## config.mk

```make
export PLATFORM = sky130hd
export DESIGN_NAME = roce_stack
export DESIGN_NICKNAME = d
export VERILOG_FILES = /design/src/logic/roce_pkg.sv /design/src/logic/sq_intf.sv /design/src/logic/rdma_flow_ctrl.sv /design/src/logic/sq_packer.sv /design/src/logic/ack_unpacker.sv /design/src/logic/stack_regs.sv /design/src/logic/roce_stack.sv
export SDC_FILE = /design/constraint.sdc
export NUM_CORES = 1
export LEC_CHECK = 0
export BUFFER_PORTS_ARGS = -buffer_cell sky130_fd_sc_hd__buf_2
export CAP_MARGIN = 20
export CORE_MARGIN = 8
export CORE_UTILIZATION = 54
export DETAILED_ROUTE_END_ITERATION = 7
export MAX_ROUTING_LAYER = met4
export PLACE_DENSITY = 0.87
export SLEW_MARGIN = 20
export SYNTH_ARGS = -nofsm -noshare
export SYNTH_HDL_FRONTEND = slang
export SYNTH_HIERARCHICAL = 1
export SYNTH_SLANG_ARGS = --single-unit
```

## constraint.sdc

```tcl
create_clock -name nclk -period 4.75 [get_ports nclk]
set_input_delay 0.95 -clock nclk [delete_from_list [all_inputs] [get_ports nclk]]
set_output_delay 0.95 -clock nclk [all_outputs]
set_load 0.01 [all_outputs]
```

## src/logic/roce_pkg.sv

```systemverilog
////////////////////
// RoCE command glue shared definitions
// Widths, request/ack field positions and enums
////////////////////
package roce_pkg;

    // Field widths
    localparam int RDMA_OPCODE_BITS = 5;
    localparam int RDMA_QPN_BITS    = 24;
    localparam int RDMA_VADDR_BITS  = 48;
    localparam int RDMA_LEN_BITS    = 32;
    localparam int RDMA_REQ_BITS    = 128;
    localparam int RDMA_ACK_BITS    = 64;

    // Flow control
    localparam int MAX_OUTSTANDING  = 8;
    localparam int CREDIT_BITS      = 4;

    // Register port
    localparam int CFG_ADDR_BITS    = 2;
    localparam int CFG_DATA_BITS    = 32;

    ////////////////////
    // Request word layout (lsb positions)
    localparam int REQ_OPCODE_LSB   = 0;
    localparam int REQ_QPN_LSB      = 8;
    localparam int REQ_LAST_LSB     = 32;
    localparam int REQ_VADDR_LSB    = 40;
    localparam int REQ_LEN_LSB      = 88;

    // Ack word layout with the upper bits unused
    localparam int ACK_OPCODE_LSB   = 0;
    localparam int ACK_QPN_LSB      = 8;
    localparam int ACK_LAST_LSB     = 32;

    ////////////////////
    // IB base transport opcodes for the RC requests we issue
    typedef enum logic [RDMA_OPCODE_BITS-1:0] {
        RC_SEND      = 5'h04,
        RC_WRITE     = 5'h0A,
        RC_WRITE_IMM = 5'h0B,
        RC_READ      = 5'h0C
    } rdma_opcode_e;

    typedef enum logic [RDMA_OPCODE_BITS-1:0] {
        ACK_POS = 5'h00,
        ACK_NAK = 5'h01
    } ack_opcode_e;

    typedef enum logic [CFG_ADDR_BITS-1:0] {
        REG_CREDIT_LIMIT = 2'd0,
        REG_REQ_COUNT    = 2'd1,
        REG_ACK_COUNT    = 2'd2,
        REG_NAK_COUNT    = 2'd3
    } reg_addr_e;

endpackage

```

## src/logic/sq_intf.sv

```systemverilog
////////////////////
// Send-queue command channel, flow control to packer
////////////////////
`timescale 1ns/1ps

interface sq_intf
    import roce_pkg::*;
();

    logic                       valid;
    logic                       ready;
    rdma_opcode_e               opcode;
    logic [RDMA_QPN_BITS-1:0]   qpn;
    logic [RDMA_VADDR_BITS-1:0] vaddr;
    logic [RDMA_LEN_BITS-1:0]   len;
    logic                       last;

    // Command source
    modport src (output valid, opcode, qpn, vaddr, len, last, input ready);

    // Command sink
    modport dst (input valid, opcode, qpn, vaddr, len, last, output ready);

endinterface

```

## src/logic/rdma_flow_ctrl.sv

```systemverilog
////////////////////
// Credit-based admission of user send-queue commands
// Tracks requests in flight toward the protocol engine
////////////////////
`timescale 1ns/1ps

module rdma_flow_ctrl
    import roce_pkg::*;
(
    input  logic                       nclk,
    input  logic                       arst_n,

    // User command
    input  logic                       sq_valid,
    output logic                       sq_ready,
    input  rdma_opcode_e               sq_opcode,
    input  logic [RDMA_QPN_BITS-1:0]   sq_qpn,
    input  logic [RDMA_VADDR_BITS-1:0] sq_vaddr,
    input  logic [RDMA_LEN_BITS-1:0]   sq_len,
    input  logic                       sq_last,

    // Toward packer
    sq_intf.src                        sq,

    // Credits
    input  logic [CREDIT_BITS-1:0]     credit_limit,
    input  logic                       credit_return,
    output logic                       req_issued
);

    logic [CREDIT_BITS-1:0] in_flight;
    logic                   credit_free;

    // Limit of 0 never admits; a lowered limit stalls until acks drain
    assign credit_free = (in_flight < credit_limit);

    assign sq.valid  = sq_valid && credit_free;
    assign sq_ready  = credit_free && sq.ready;

    assign sq.opcode = sq_opcode;
    assign sq.qpn    = sq_qpn;
    assign sq.vaddr  = sq_vaddr;
    assign sq.len    = sq_len;
    assign sq.last   = sq_last;

    assign req_issued = sq.valid && sq.ready;

    ////////////////////
    // In-flight counter
    always_ff @(posedge nclk or negedge arst_n) begin
        if (!arst_n) begin
            in_flight <= '0;
        end else begin
            case ({req_issued, credit_return})
                2'b10:   in_flight <= in_flight + 1'b1;
                2'b01:   in_flight <= in_flight - 1'b1;
                // Issue and return together cancel out
                default: in_flight <= in_flight;
            endcase
        end
    end

endmodule

```

## src/logic/sq_packer.sv

```systemverilog
////////////////////
// One-entry stage packing commands into engine request words
////////////////////
`timescale 1ns/1ps

module sq_packer
    import roce_pkg::*;
(
    input  logic                     nclk,
    input  logic                     arst_n,

    sq_intf.dst                      sq,

    // Request word to the protocol engine
    output logic                     req_valid,
    input  logic                     req_ready,
    output logic [RDMA_REQ_BITS-1:0] req_data
);

    logic [RDMA_REQ_BITS-1:0] packed_word;
    logic                     load;

    // Accept when empty or the current word leaves this cycle
    assign sq.ready = !req_valid || req_ready;
    assign load     = sq.valid && sq.ready;

    // Unused bits stay zero
    always_comb begin
        packed_word = '0;
        packed_word[REQ_OPCODE_LSB +: RDMA_OPCODE_BITS] = sq.opcode;
        packed_word[REQ_QPN_LSB +: RDMA_QPN_BITS]       = sq.qpn;
        packed_word[REQ_LAST_LSB]                       = sq.last;
        packed_word[REQ_VADDR_LSB +: RDMA_VADDR_BITS]   = sq.vaddr;
        packed_word[REQ_LEN_LSB +: RDMA_LEN_BITS]       = sq.len;
    end

    always_ff @(posedge nclk or negedge arst_n) begin
        if (!arst_n) begin
            req_valid <= 1'b0;
        end else if (load) begin
            req_valid <= 1'b1;
        end else if (req_ready) begin
            req_valid <= 1'b0;
        end
    end

    // Payload only moves on a load, so it holds under back-pressure
    always_ff @(posedge nclk) begin
        if (load) begin
            req_data <= packed_word;
        end
    end

endmodule

```

## src/logic/ack_unpacker.sv

```systemverilog
////////////////////
// One-entry stage turning engine acks into user completions
////////////////////
`timescale 1ns/1ps

module ack_unpacker
    import roce_pkg::*;
(
    input  logic                     nclk,
    input  logic                     arst_n,

    // Ack word from the protocol engine
    input  logic                     ack_valid,
    output logic                     ack_ready,
    input  logic [RDMA_ACK_BITS-1:0] ack_data,

    // Completion to the user
    output logic                     cpl_valid,
    input  logic                     cpl_ready,
    output ack_opcode_e              cpl_opcode,
    output logic [RDMA_QPN_BITS-1:0] cpl_qpn,
    output logic                     cpl_last,

    // Events
    output logic                     credit_return,
    output logic                     ack_seen,
    output logic                     nak_seen
);

    ack_opcode_e ack_opcode;
    logic        accept;

    assign ack_opcode = ack_opcode_e'(ack_data[ACK_OPCODE_LSB +: RDMA_OPCODE_BITS]);

    // No acceptance, and so no credit back, while a completion is stuck
    assign ack_ready = !cpl_valid || cpl_ready;
    assign accept    = ack_valid && ack_ready;

    assign credit_return = accept;
    assign nak_seen      = accept && (ack_opcode == ACK_NAK);
    assign ack_seen      = accept && (ack_opcode != ACK_NAK);

    always_ff @(posedge nclk or negedge arst_n) begin
        if (!arst_n) begin
            cpl_valid <= 1'b0;
        end else if (accept) begin
            cpl_valid <= 1'b1;
        end else if (cpl_ready) begin
            cpl_valid <= 1'b0;
        end
    end

    always_ff @(posedge nclk) begin
        if (accept) begin
            cpl_opcode <= ack_opcode;
            cpl_qpn    <= ack_data[ACK_QPN_LSB +: RDMA_QPN_BITS];
            cpl_last   <= ack_data[ACK_LAST_LSB];
        end
    end

endmodule

```

## src/logic/stack_regs.sv

```systemverilog
////////////////////
// Credit limit and event counter registers
////////////////////
`timescale 1ns/1ps

module stack_regs
    import roce_pkg::*;
(
    input  logic                     nclk,
    input  logic                     arst_n,

    // Register port
    input  logic                     cfg_wr_en,
    input  reg_addr_e                cfg_addr,
    input  logic [CFG_DATA_BITS-1:0] cfg_wdata,
    output logic [CFG_DATA_BITS-1:0] cfg_rdata,

    output logic [CREDIT_BITS-1:0]   credit_limit,

    // Event pulses
    input  logic                     req_issued,
    input  logic                     ack_seen,
    input  logic                     nak_seen
);

    logic [CFG_DATA_BITS-1:0] req_count;
    logic [CFG_DATA_BITS-1:0] ack_count;
    logic [CFG_DATA_BITS-1:0] nak_count;

    ////////////////////
    // Writable limit, clamped
    always_ff @(posedge nclk or negedge arst_n) begin
        if (!arst_n) begin
            credit_limit <= CREDIT_BITS'(MAX_OUTSTANDING);
        end else if (cfg_wr_en && (cfg_addr == REG_CREDIT_LIMIT)) begin
            if (cfg_wdata > CFG_DATA_BITS'(MAX_OUTSTANDING)) begin
                credit_limit <= CREDIT_BITS'(MAX_OUTSTANDING);
            end else begin
                credit_limit <= cfg_wdata[CREDIT_BITS-1:0];
            end
        end
    end

    ////////////////////
    // Read-only counters
    always_ff @(posedge nclk or negedge arst_n) begin
        if (!arst_n) begin
            req_count <= '0;
            ack_count <= '0;
            nak_count <= '0;
        end else begin
            if (req_issued) req_count <= req_count + 1'b1;
            if (ack_seen)   ack_count <= ack_count + 1'b1;
            if (nak_seen)   nak_count <= nak_count + 1'b1;
        end
    end

    always_comb begin
        case (cfg_addr)
            REG_CREDIT_LIMIT: cfg_rdata = CFG_DATA_BITS'(credit_limit);
            REG_REQ_COUNT:    cfg_rdata = req_count;
            REG_ACK_COUNT:    cfg_rdata = ack_count;
            REG_NAK_COUNT:    cfg_rdata = nak_count;
            default:          cfg_rdata = '0;
        endcase
    end

endmodule

```

## src/logic/roce_stack.sv

```systemverilog
////////////////////
// RoCE command and ack glue top level
// Flow control, request packing, ack unpacking and registers
////////////////////
`timescale 1ns/1ps

module roce_stack
    import roce_pkg::*;
(
    input  logic                       nclk,
    input  logic                       arst_n,

    // User send queue
    input  logic                       sq_valid,
    output logic                       sq_ready,
    input  rdma_opcode_e               sq_opcode,
    input  logic [RDMA_QPN_BITS-1:0]   sq_qpn,
    input  logic [RDMA_VADDR_BITS-1:0] sq_vaddr,
    input  logic [RDMA_LEN_BITS-1:0]   sq_len,
    input  logic                       sq_last,

    // Protocol engine request
    output logic                       req_valid,
    input  logic                       req_ready,
    output logic [RDMA_REQ_BITS-1:0]   req_data,

    // Protocol engine ack
    input  logic                       ack_valid,
    output logic                       ack_ready,
    input  logic [RDMA_ACK_BITS-1:0]   ack_data,

    // User completion
    output logic                       cpl_valid,
    input  logic                       cpl_ready,
    output ack_opcode_e                cpl_opcode,
    output logic [RDMA_QPN_BITS-1:0]   cpl_qpn,
    output logic                       cpl_last,

    // Config
    input  logic                       cfg_wr_en,
    input  reg_addr_e                  cfg_addr,
    input  logic [CFG_DATA_BITS-1:0]   cfg_wdata,
    output logic [CFG_DATA_BITS-1:0]   cfg_rdata
);

    sq_intf sq_if ();

    logic [CREDIT_BITS-1:0] credit_limit;
    logic                   credit_return;
    logic                   req_issued;
    logic                   ack_seen;
    logic                   nak_seen;

    ////////////////////
    // SQ path
    rdma_flow_ctrl i_flow (
        .nclk          (nclk),
        .arst_n        (arst_n),
        .sq_valid      (sq_valid),
        .sq_ready      (sq_ready),
        .sq_opcode     (sq_opcode),
        .sq_qpn        (sq_qpn),
        .sq_vaddr      (sq_vaddr),
        .sq_len        (sq_len),
        .sq_last       (sq_last),
        .sq            (sq_if.src),
        .credit_limit  (credit_limit),
        .credit_return (credit_return),
        .req_issued    (req_issued)
    );

    sq_packer i_packer (
        .nclk      (nclk),
        .arst_n    (arst_n),
        .sq        (sq_if.dst),
        .req_valid (req_valid),
        .req_ready (req_ready),
        .req_data  (req_data)
    );

    ////////////////////
    // Ack path and credits back
    ack_unpacker i_ack (
        .nclk          (nclk),
        .arst_n        (arst_n),
        .ack_valid     (ack_valid),
        .ack_ready     (ack_ready),
        .ack_data      (ack_data),
        .cpl_valid     (cpl_valid),
        .cpl_ready     (cpl_ready),
        .cpl_opcode    (cpl_opcode),
        .cpl_qpn       (cpl_qpn),
        .cpl_last      (cpl_last),
        .credit_return (credit_return),
        .ack_seen      (ack_seen),
        .nak_seen      (nak_seen)
    );

    stack_regs i_regs (
        .nclk         (nclk),
        .arst_n       (arst_n),
        .cfg_wr_en    (cfg_wr_en),
        .cfg_addr     (cfg_addr),
        .cfg_wdata    (cfg_wdata),
        .cfg_rdata    (cfg_rdata),
        .credit_limit (credit_limit),
        .req_issued   (req_issued),
        .ack_seen     (ack_seen),
        .nak_seen     (nak_seen)
    );

endmodule

```

Word-level counts from Yosys, hierarchy flattened

Cells that the tools add are included.

Add/sub/neg operators: 5
Order comparisons: 2
Equality and inequality tests: 7
Multiplexer cells: 7
Reductions and logical operators: 15

Operator list:

| kind                    | count |
|---|---|
| $pmux W32 S4            | 1 |
| $add A32 B1 Y32 const B | 3 |
| $gt A32 B4 Y1 const B   | 1 |
| $pmux W4 S2             | 1 |
| $logic_and A1 B1 Y1     | 7 |
| $eq A2 B2 Y1 const B    | 3 |
| $reduce_bool A2 Y1      | 3 |
| $eq A5 B1 Y1 const B    | 1 |
| $ne A5 B1 Y1 const B    | 1 |
| $add A4 B1 Y4 const B   | 1 |
| $eq A2 B1 Y1 const B    | 2 |
| $lt A4 B4 Y1            | 1 |
| $mux W1                 | 4 |
| $mux W4                 | 1 |
| $sub A4 B1 Y4 const B   | 1 |
| $logic_not A1 Y1        | 2 |
| $logic_not A2 Y1        | 1 |
| $logic_or A1 B1 Y1      | 2 |

Bits in registers: 246
Bits of input ports: 215
Output and inout bits: 194

Logic depth before layout (Yosys ltp)

Gate-level depths: netlist of the first run.

Depth in word-level cells: 5
Depth in mapped cells: 10

Hierarchy

The synthesis of the first run kept the hierarchy.

By module, submodules not included:

| module         | times used | cells an instance | area each (um^2) | seq. area each (um^2) |
|---|---|---|---|---|
| stack_regs     | 1          | 468               | 5233.8           | 2503.7 |
| sq_packer      | 1          | 133               | 3495.9           | 3328.2 |
| rdma_flow_ctrl | 1          | 157               | 1246.2           | 100.1 |
| ack_unpacker   | 1          | 38                | 993.5            | 925.9 |

Worst setup path before layout of the first run

Ideal clock, no wire load.

Path type: input -> register
Start point: input port cpl_ready
End point: register i_flow.in_flight[3]
Setup time: 0.131 ns
Arrival time: 3.378 ns
Setup slack: 1.241 ns
Cell stages on the path: 7
Cells stage by stage: nand2b_1 > and2_1 > ha_1 > ha_1 > or4b_1 > o311ai_1 > o211ai_1

Cells in the longest elaborated chain, start to end: 4

Ends and longest elaborated chain:

| what                                              | RTL line             | source |
|---|---|---|
| start: declaration                                | roce_stack.sv:34     | `input logic cpl_ready,` |
| $logic_or A1 B1 Y1 (*)                            | ack_unpacker.sv:36   | `assign ack_ready = !cpl_valid \|\| cpl_ready;` |
| $logic_and A1 B1 Y1 (*)                           | ack_unpacker.sv:37   | `assign accept = ack_valid && ack_ready;` |
| net credit_return                                 | roce_stack.sv:49     | `logic credit_return;` |
| $eq A2 B1 Y1 or $eq A2 B2 Y1 (tied branches)      | rdma_flow_ctrl.sv:54 | `case ({req_issued, credit_return})` |
| $pmux W4 S2 or $reduce_bool A2 Y1 (tied branches) | -                    |  |
| end signal: assignment                            | rdma_flow_ctrl.sv:55 | `2'b10: in_flight <= in_flight + 1'b1;` |
| end signal: assignment                            | rdma_flow_ctrl.sv:56 | `2'b01: in_flight <= in_flight - 1'b1;` |
| end signal: assignment                            | rdma_flow_ctrl.sv:58 | `default: in_flight <= in_flight;` |
| end: declaration                                  | rdma_flow_ctrl.sv:31 | `logic [CREDIT_BITS-1:0] in_flight;` |

The timed path passes the listed nets; every way through them passes the cells marked *.
A chain may end at the register's enable or synchronous reset.

Worst setup path after layout of the first run

Start point: input port cfg_addr[0]
End point: output port cfg_rdata[5]

Cells in the longest elaborated chain, start to end: 2

Ends and longest elaborated chain:

| what                                       | RTL line         | source |
|---|---|---|
| start: declaration                         | roce_stack.sv:41 | `input reg_addr_e cfg_addr,` |
| $eq A2 B2 Y1, or another cell as far along | stack_regs.sv:59 | `case (cfg_addr)` |
| $pmux W32 S4 (*)                           | stack_regs.sv:59 |  |
| end: declaration                           | roce_stack.sv:43 | `output logic [CFG_DATA_BITS-1:0] cfg_rdata` |

Mark *: on every way between the ends. The rest lies on a longest branch, timed or not.

==> run summary, run 1 <==
The flow ran to the end, and the final reports show no timing, DRC or antenna violations. For the final routed database, the setup TNS stands at 0 ns. The clock tree from TritonCTS is done. The number of setup buffers added after CTS is 0.

In the routed layout, each cell is associated on average with a via count of 5.40. The synthesis-to-layout area growth is 18.1%. The relative max-transition margin came out at 0.265. The initial cell density of the core came out at 0.546. In the final layout, flip-flops and latches occupy 6860 sq um.

The fraction of final layout cells sized beyond drive strength 1 is 0.424. The critical path starts at cfg_addr[0]. Detailed routing inserted a total of 7258 vias.

The maximum clock rate came out at 288 MHz. Setup repair after global routing left no endpoint under its margin. The met3 track demand over resource in global routing came out at 0.0312. For this run, global-route usage on met1 was measured as 0.256. The first-pass GRT wire length came out at 45.0 mm.

The maximum clock path buffer count came out at 3. The area of the die is 25100 sq um. The setup clock skew after layout came out at 0.0105 ns. For this run, design rule violations remaining after detail routing come to 0. The net count reported at finish came out at 1276. For met2 alone, demand over resource in global routing was 0.476.

The peak fanout along the critical path came out at 35. The routed design has 32.6 mm of wire. The leakage power figure is 5.84 nW. The CTS clock-pin slew for the worst setup and hold paths is 0.06 ns. The flip-flop and latch count after synthesis came out at 246.

The cell sitting at the root of the clock tree is a clkbuf_16. After global routing, the most crowded layer is met2. The number of global-route vias before repair came out at 7251. The area share of the largest cell type after synthesis came out at 0.383. The top-level port count came out at 409.

The filler cell count in the final layout is 1479. Across the VDD grid, the largest voltage drop is 0.000307 V. The cell row count is 52. The worst setup path is captured at an output pin.

In the synthesized netlist the dominant register cell turns out to be edfxtp_1. Summed over all instances, the cell type with the most area after synthesis is edfxtp_1. The remaining antenna violation count is 0.

The data required time at the worst endpoint came out at 3.80 ns. The die boundary width came out at 159 um. The data arrival time of the worst path came out at 2.52 ns. The hold violation count in the final report was 0.

The proportion of register bits with asynchronous set or reset after synthesis is 0.431. The cell area after synthesis came out at 11000 sq um. The minimum clock period after layout is 3.47 ns. The die extent in y is 159 um. The post-cts resize count is 0. The ratio of total power to cell area is 447 nW/um^2. The placer's final routability congestion estimate came out at 0.971. The combined area of the multi-input logic cells is 3080 sq um. The length in cells of the worst reg-to-reg path is 10. The half-perimeter wire length after placement is 26.0 mm. The count of port buffers added during placement is 356.

At the pin with the least slew margin, the transition time is 1.10 ns. The path category of the worst min-delay check is in -> async. In this run, CTS created clock tree buffers numbering 25. The worst register-to-register path ends at i_regs/req_count[24]$_DFFE_PN0P_.

The total of warnings raised by yosys came out at 6. The number of max-cap violations came out at 0. The startpoint identified for the worst register-to-register timing path is i_regs/credit_limit[3]$_DFFE_PN1P_.

Once routing completed, OpenROAD measured the worst setup slack at 1.28 ns. STA classifies the critical path startpoint as a primary input. By startpoint and endpoint, the worst setup path is classified as in -> out. The final cycle utilization of the critical path is 0.731.

The number of buffers added to fix hold violations after cts is 0. The mean cell area of the mapped netlist came out at 13.8 sq um. Leaving out filler cells and counting taps, the final layout contains 1343. Once layout is complete, the utilization of the core stands at 0.644.

The clock drives 246 sinks. The initial detailed-routing violation count came out at 419. The tightest hold margin came out at 0.432 ns. The core region area is 20100 sq um.

In this run the register-to-register setup slack is 1.44 ns. The clock network latency to the later pin of the worst-skew pair is 0.51 ns. The number of standard cells after synthesis is 796. The number of different library cells in the post-synthesis netlist came out at 54. After synthesis, the cell types taking the most area are edfxtp_1, dfrtp_1, buf_4.

The number of cells in the design after placement came out at 1293. For this run, the total global-route usage over all layers was measured as 0.255. The maximum number of pins on one net before global-route repair is 79. At the placement stage, the worst setup path has a slack of 1.08 ns.

The total setup violations reported at the end of the flow is 0. The sequential fraction of the synthesis area came out at 0.625. The detailed-router iteration count before antenna repair is 5. The number of antenna violations at the first check in global routing is 7. The number of max-slew violations in the final report came out at 0.

The count of flip-flops with a built-in enable after synthesis came out at 140. The routed wire length per instance came out at 24.3 um. CTS built an H-tree with a depth of 1. Global routing finished with a remaining overflow of 0.
[worst max-delay path by stage]
stage and end:
3_5_place_dp i_regs/nak_count[31]$_DFFE_PN0P_, 5_1_grt cfg_rdata[27], 4_1_cts cfg_rdata[5], 3_3_place_gp i_regs/nak_count[31]$_DFFE_PN0P_
6_report cfg_rdata[5], 2_1_floorplan i_flow/in_flight[3]$_DFFE_PN0P_
[layer usage]
| metal | wire length, um | vias up |
|---|---|---|
| li1 | - | 3259 |
| met1 | 10900 | 3627 |
| met2 | 18300 | 316 |
| met3 | 1920 | 56 |
| met4 | 1550 | 0 |
| met5 | 0 | - |
[critical path, stage by stage]
cell and delay, ns:
buf_2 0.62, nor2b_1 0.21, buf_4 0.32, a22o_1 0.24
buf_2 0.15
[cell usage after synthesis, drive strengths merged (2+ instances only)]
master	instances
or4b	3
inv	14
nor3b	5
nor2	12
nand3b	2
clkbuf	17
nand4b	2
nand3	30
a31oi	2
nor3	11
edfxtp	140
a21oi	3
ha	9
dfrtp	105
xor2	25
mux2	31
xnor2	70
a31o	3
nor4	14
mux4	4
nand4	42
and3	12
o21ai	3
and2	6
nand2	34
and4	14
buf	134
nand2b	4
a22o	28
nor2b	4
[power breakdown]
group / switching, mW / internal, mW
clock network: 0.795 / 1.03
registers: 0.173 / 2.68
logic: 0.695 / 0.412
[cell type report]
type	instances	share of cell area
clock buffer	29	0.0500
timing repair buffer	362	0.143
clock inverter	14	0.00831
inverter	14	0.00406
antenna	6	0.00116
multi-input combinational	402	0.238
sequential	246	0.530
tap	270	0.0261
[flip-flops by register name, summed over array words and instances (netlist names)]
signal and count:
i_packer/req_data 110, i_ack/cpl_opcode 5, i_regs/req_count 32, i_regs/ack_count 32
i_ack/cpl_qpn 24, i_regs/nak_count 32, i_ack/cpl_last 1, i_regs/credit_limit 4
i_ack/cpl_valid 1, i_flow/in_flight 4, i_packer/req_valid 1
[layout by cell type (no fill, tap or decap), types with 14 or more instances in the layout]
cell         n
a22o_1      28
buf_2      355
clkbuf_16   25
conb_1      18
dfrtp_1    105
edfxtp_1   140
inv_1       14
mux2_2      31
nand2_1     34
nand3_1     29
nand4_1     41
xnor2_1     70
xor2_1      25
[through the flow]
stage	instance area (sq um)	power [mW]
global route	12900	6.04
floorplan	11000	3.49
detailed placement	12200	4.01
CTS	12900	5.84
finish	12900	5.79
global placement	12200	3.96
[cells by family (layout without fill, tap and decap cells)]
| kind of cell | count (synthesis) | count (layout) | synth area share |
|---|---|---|---|
| compound gates | 46 | 46 | 0.0344 |
| other cells | 1 | 24 | 0.000342 |
| fa+ha+maj | 10 | 10 | 0.0121 |
| flops | 246 | 246 | 0.625 |
| buf+inv | 165 | 419 | 0.101 |
| mux | 35 | 35 | 0.0404 |
| simple gates | 198 | 198 | 0.111 |
| xor+xnor | 95 | 95 | 0.0759 |
No activity file was read; power rests on OpenSTA's default activity.
==> run 2: changes to the inputs <==
--- a/config.mk
+++ b/config.mk
@@ -5,13 +5,14 @@
 export SDC_FILE = /design/constraint.sdc
 export NUM_CORES = 1
 export LEC_CHECK = 0
+export ABC_AREA = 1
 export BUFFER_PORTS_ARGS = -buffer_cell sky130_fd_sc_hd__buf_2
 export CAP_MARGIN = 20
 export CORE_MARGIN = 8
-export CORE_UTILIZATION = 54
+export CORE_UTILIZATION = 51
 export DETAILED_ROUTE_END_ITERATION = 7
 export MAX_ROUTING_LAYER = met4
-export PLACE_DENSITY = 0.87
+export PLACE_DENSITY = 0.81
 export SLEW_MARGIN = 20
 export SYNTH_ARGS = -nofsm -noshare
 export SYNTH_HDL_FRONTEND = slang
==> constraint.sdc (replaced) <==
create_clock -name nclk -period 3.5 [get_ports nclk]
set_input_delay 0.7 -clock nclk [delete_from_list [all_inputs] [get_ports nclk]]
set_output_delay 0.7 -clock nclk [all_outputs]
set_load 0.01 [all_outputs]
==> run 2 against run 1 <==
Net effect: sequential share of layout area shrank 4.4 points; clock power grew 54%; first-iteration DRC count grew 92%; synthesized cell count grew 45%; sequential cell count is the same; final area grew 9.1%; sequential power grew 36%; hold slack lost 0.25 ns.
==> run summary, run 2 <==
The flow ran to the end, and the final reports show no timing, DRC or antenna violations. The final cell count without fillers came out at 1776 (+32%). The total setup violations reported at the end of the flow was 0 (unchanged).

STA classifies the critical path endpoint as an output pin. The flip-flop count of the largest register, all copies and words added was 110 (unchanged). The register with the most flip-flops in the final layout is i_packer/req_data. The number of different library cells in the post-synthesis netlist came to 42 (-22%). The library cells used most frequently in the layout, excluding fill and tap cells, are buf_2, nand2_1, edfxtp_1, inv_1, dfrtp_1. The filler cell count in the final layout came out at 1916 (+30%).

The cell sitting at the root of the clock tree is a clkbuf_16. Static timing analysis puts the maximum clock frequency at 354 MHz. The number of clock sinks is 246 (unchanged).

The initial detailed-routing violation count is 804 (+92%). The die extent in y is 169 um (+6.4%). The worst setup slack before clock tree synthesis is 0.672 ns (-0.405 ns). The aggregate global-route resource usage is 0.248 (-0.00721). The number of levels in the clock H-tree was 1 (unchanged). The number of standard cells after synthesis came out at 1155 (+45%). The relative max-transition margin is 0.553 (+0.288).

The number of antenna violations at the first check in global routing is 4 (-3). The setup clock skew after layout is 0.0102 ns (-0.000252 ns). The post-cts resize count was 0 (unchanged). The library cell occupying the most area in the post-synthesis netlist is edfxtp_1. The routed wire length per instance came to 19.9 um (-18%). The top-level port count came out at 409 (unchanged). The fraction of final layout cells sized beyond drive strength 1 is 0.329 (-0.0949). The detailed-router iteration count before antenna repair is 6 (+1). The overall routed net length is 35.3 mm (+8.3%). The length in cells of the worst reg-to-reg path came out at 14 (+4). The flip-flop and latch count after synthesis was 246 (unchanged). The cell row count came to 56 (+7.7%). The peak fanout along the critical path was 12 (-66%).

The die boundary width came out at 169 um (+6.4%). The total grt overflow came out at 0 (unchanged). The data arrival time of the worst path is 2.12 ns (-0.40 ns). The ratio of total power to cell area came out at 592 nW/um^2 (+32%). The library cell used most frequently in the layout, excluding fill and tap cells, is buf_2. The worst register-to-register path ends at i_regs/req_count[27]$_DFFE_PN0P_. The slew of the pin with the lowest slew margin came out at 0.666 ns (-0.433 ns). The leakage power figure came to 6.72 nW (+15%). The core region area came out at 23200 sq um (+15%). The sequential fraction of the synthesis area came out at 0.577 (-0.0478). The share of the core filled with cells in the final layout came to 0.609 (-0.0351). The launching point of the worst reg2reg path is i_regs/credit_limit[3]$_DFFE_PN1P_. The remaining antenna violation count came to 0 (unchanged). The half-perimeter wire length after placement came out at 28.4 mm (+9.6%).

The worst hold path belongs to the class in -> async. The maximum number of pins on one net before global-route repair is 50 (-37%). The number of global-route vias before repair is 9000 (+24%).

The area of the die is 28400 sq um (+13%). The number of remaining DRC errors is 0 (unchanged). The critical path is of the in -> out type. The clock tree from TritonCTS is done. The number of buffers added by the clock tree synthesis step was 28 (+12%). The total negative slack is 0 ns (unchanged). The mean cell area of the mapped netlist came to 10.3 sq um (-25%). The final cycle utilization of the critical path is 0.806. The minimum clock period after layout is 2.82 ns.

The maximum clock path buffer count is 3 (unchanged). The count of vias placed by the detailed router came out at 8865 (+22%). The clock network latency to the later pin of the worst-skew pair came out at 0.53 ns (+0.02 ns). The count of port buffers added during placement is 356 (unchanged). The final worst slack was 0.679 ns (-0.601 ns). The initial cell density of the core was 0.512 (-0.0335). The most numerous cell in the Yosys netlist is nand2_1. The proportion of register bits with asynchronous set or reset after synthesis is 0.431 (unchanged). Setup repair after global routing left no endpoint under its margin. Sorting the synthesized cells by area gives the leading types as edfxtp_1, dfrtp_1, nand2_1. The element type at the critical path start is a primary input. The placer's final routability congestion estimate came to 0.967 (-0.36%). By count the netlist is led by nand2_1, edfxtp_1, buf_4.

The CTS clock-pin slew for the worst setup and hold paths is 0.06 ns (about the same). The mean number of vias per cell was 4.99 (-7.6%). The net count reported at finish was 1657 (+30%).

The number of buffers added to fix hold violations after cts is 0 (unchanged). The tightest hold margin came out at 0.186 ns (-0.245 ns). The number of cells in the design after placement came to 1721 (+33%). The setup slack on the worst flop-to-flop path is 0.87 ns (-0.57 ns). The number of max-cap violations is 0 (unchanged). The worst-case vdd ir drop is 0.000478 V (+56%). For this run, the leading register cell type out of synthesis is edfxtp_1. The area share of the largest cell type after synthesis was 0.354 (-0.0293). The total of warnings raised by yosys is 6 (unchanged). The first-pass GRT wire length came out at 52.4 mm (+16%). The hold violation count in the final report came out at 0 (unchanged). The number of setup buffers added after CTS is 0 (unchanged). The data required time at the worst endpoint is 2.80 ns (-1.00 ns). The cell area after synthesis came out at 11900 sq um (+8.3%). The count of flip-flops with a built-in enable after synthesis came out at 140 (unchanged). Relative to the synthesized area, the layout overhead comes to 18.9%. The number of max-slew violations in the final report came out at 0 (unchanged).
-- run 2: changes by cell type after synthesis, moves of 13 or more --
cell and change:
nand4_1 -18, clkbuf_1 -13, and4_1 -13, nand2_1 +231
mux2_2 -31, nand3_1 +24, xor2_1 +31, inv_1 +114
o221ai_1 +19, xnor2_1 -56, nor2_2 +16, a22o_1 -28
nor2_1 +80
-- run 2: power by group --
part / switching, mW / internal [mW] / leakage (nW)
registers: 0.233 / 3.65 / 2.60
clock network: 1.15 / 1.66 / 0.434
logic: 1.08 / 0.586 / 3.69
total: 2.47 / 5.89 / 6.72
-- run 2: critical path, cell delays in order --
cell and delay [ns]:
buf_2 0.12, inv_1 0.04, nor2_1 0.34, inv_1 0.35, o221ai_1 0.36, buf_2 0.20
-- run 2: cell families (layout without fill, tap and decap cells) --
family	Yosys count	in the layout	share of synthesized area
AOI/OAI and AO/OA	40	40	0.0259
DFF	246	246	0.577
other	1	21	0.000316
and+or+nand+nor	515	515	0.206
adders and majority gates	10	10	0.0112
buffers and inverters	273	555	0.128
xor gates and xnor gates	70	70	0.0516
-- run 2: routing by layer --
metal	routed length, um	share of wire	GRT usage	vias to the layer above
met3	2810	0.080	0.0461	57
li1	-	-	-	4165
met4	1030	0.029	0.0718	0
met5	0	0	-	-
met2	17200	0.49	0.422	437
met1	14300	0.40	0.299	4206
-- run 2: how the worst max path moves through the flow --
| stage | to | slack [ns] | cells past startpoint | from |
|---|---|---|---|---|
| after floorplan | i_packer/req_data[0]$_DFFE_PP_ | 0.02 | 9 | i_regs/credit_limit[3]$_DFFE_PN1P_ |
| after global placement | cfg_rdata[4] | 0.70 | 6 | cfg_addr[0] |
| after detailed placement | cfg_rdata[12] | 0.67 | 6 | cfg_addr[0] |
| after CTS | cfg_rdata[12] | 0.67 | 6 | cfg_addr[0] |
| after global routing | cfg_rdata[4] | 0.47 | 6 | cfg_addr[0] |
| final | cfg_rdata[11] | 0.68 | 6 | cfg_addr[0] |
-- run 2: cell type report --
| cell class | instances | area, sq um | share of cell area |
|---|---|---|---|
| inverter | 134 | 503 | 0.0356 |
| multi-input combinational | 653 | 3570 | 0.253 |
| timing repair buffer | 369 | 1890 | 0.134 |
| tap | 319 | 399 | 0.0283 |
| clock inverter | 18 | 146 | 0.0104 |
| clock buffer | 34 | 744 | 0.0527 |
| antenna | 3 | 7.51 | 0.000531 |
| sequential | 246 | 6860 | 0.485 |
-- run 2: through the flow --
step / total power [mW] / cell area (sq um)
finish: 8.36 / 14100
CTS: 8.44 / 14100
global placement: 5.55 / 13200
global route: 8.71 / 14100
floorplan: 4.89 / 12000
detailed placement: 5.62 / 13200
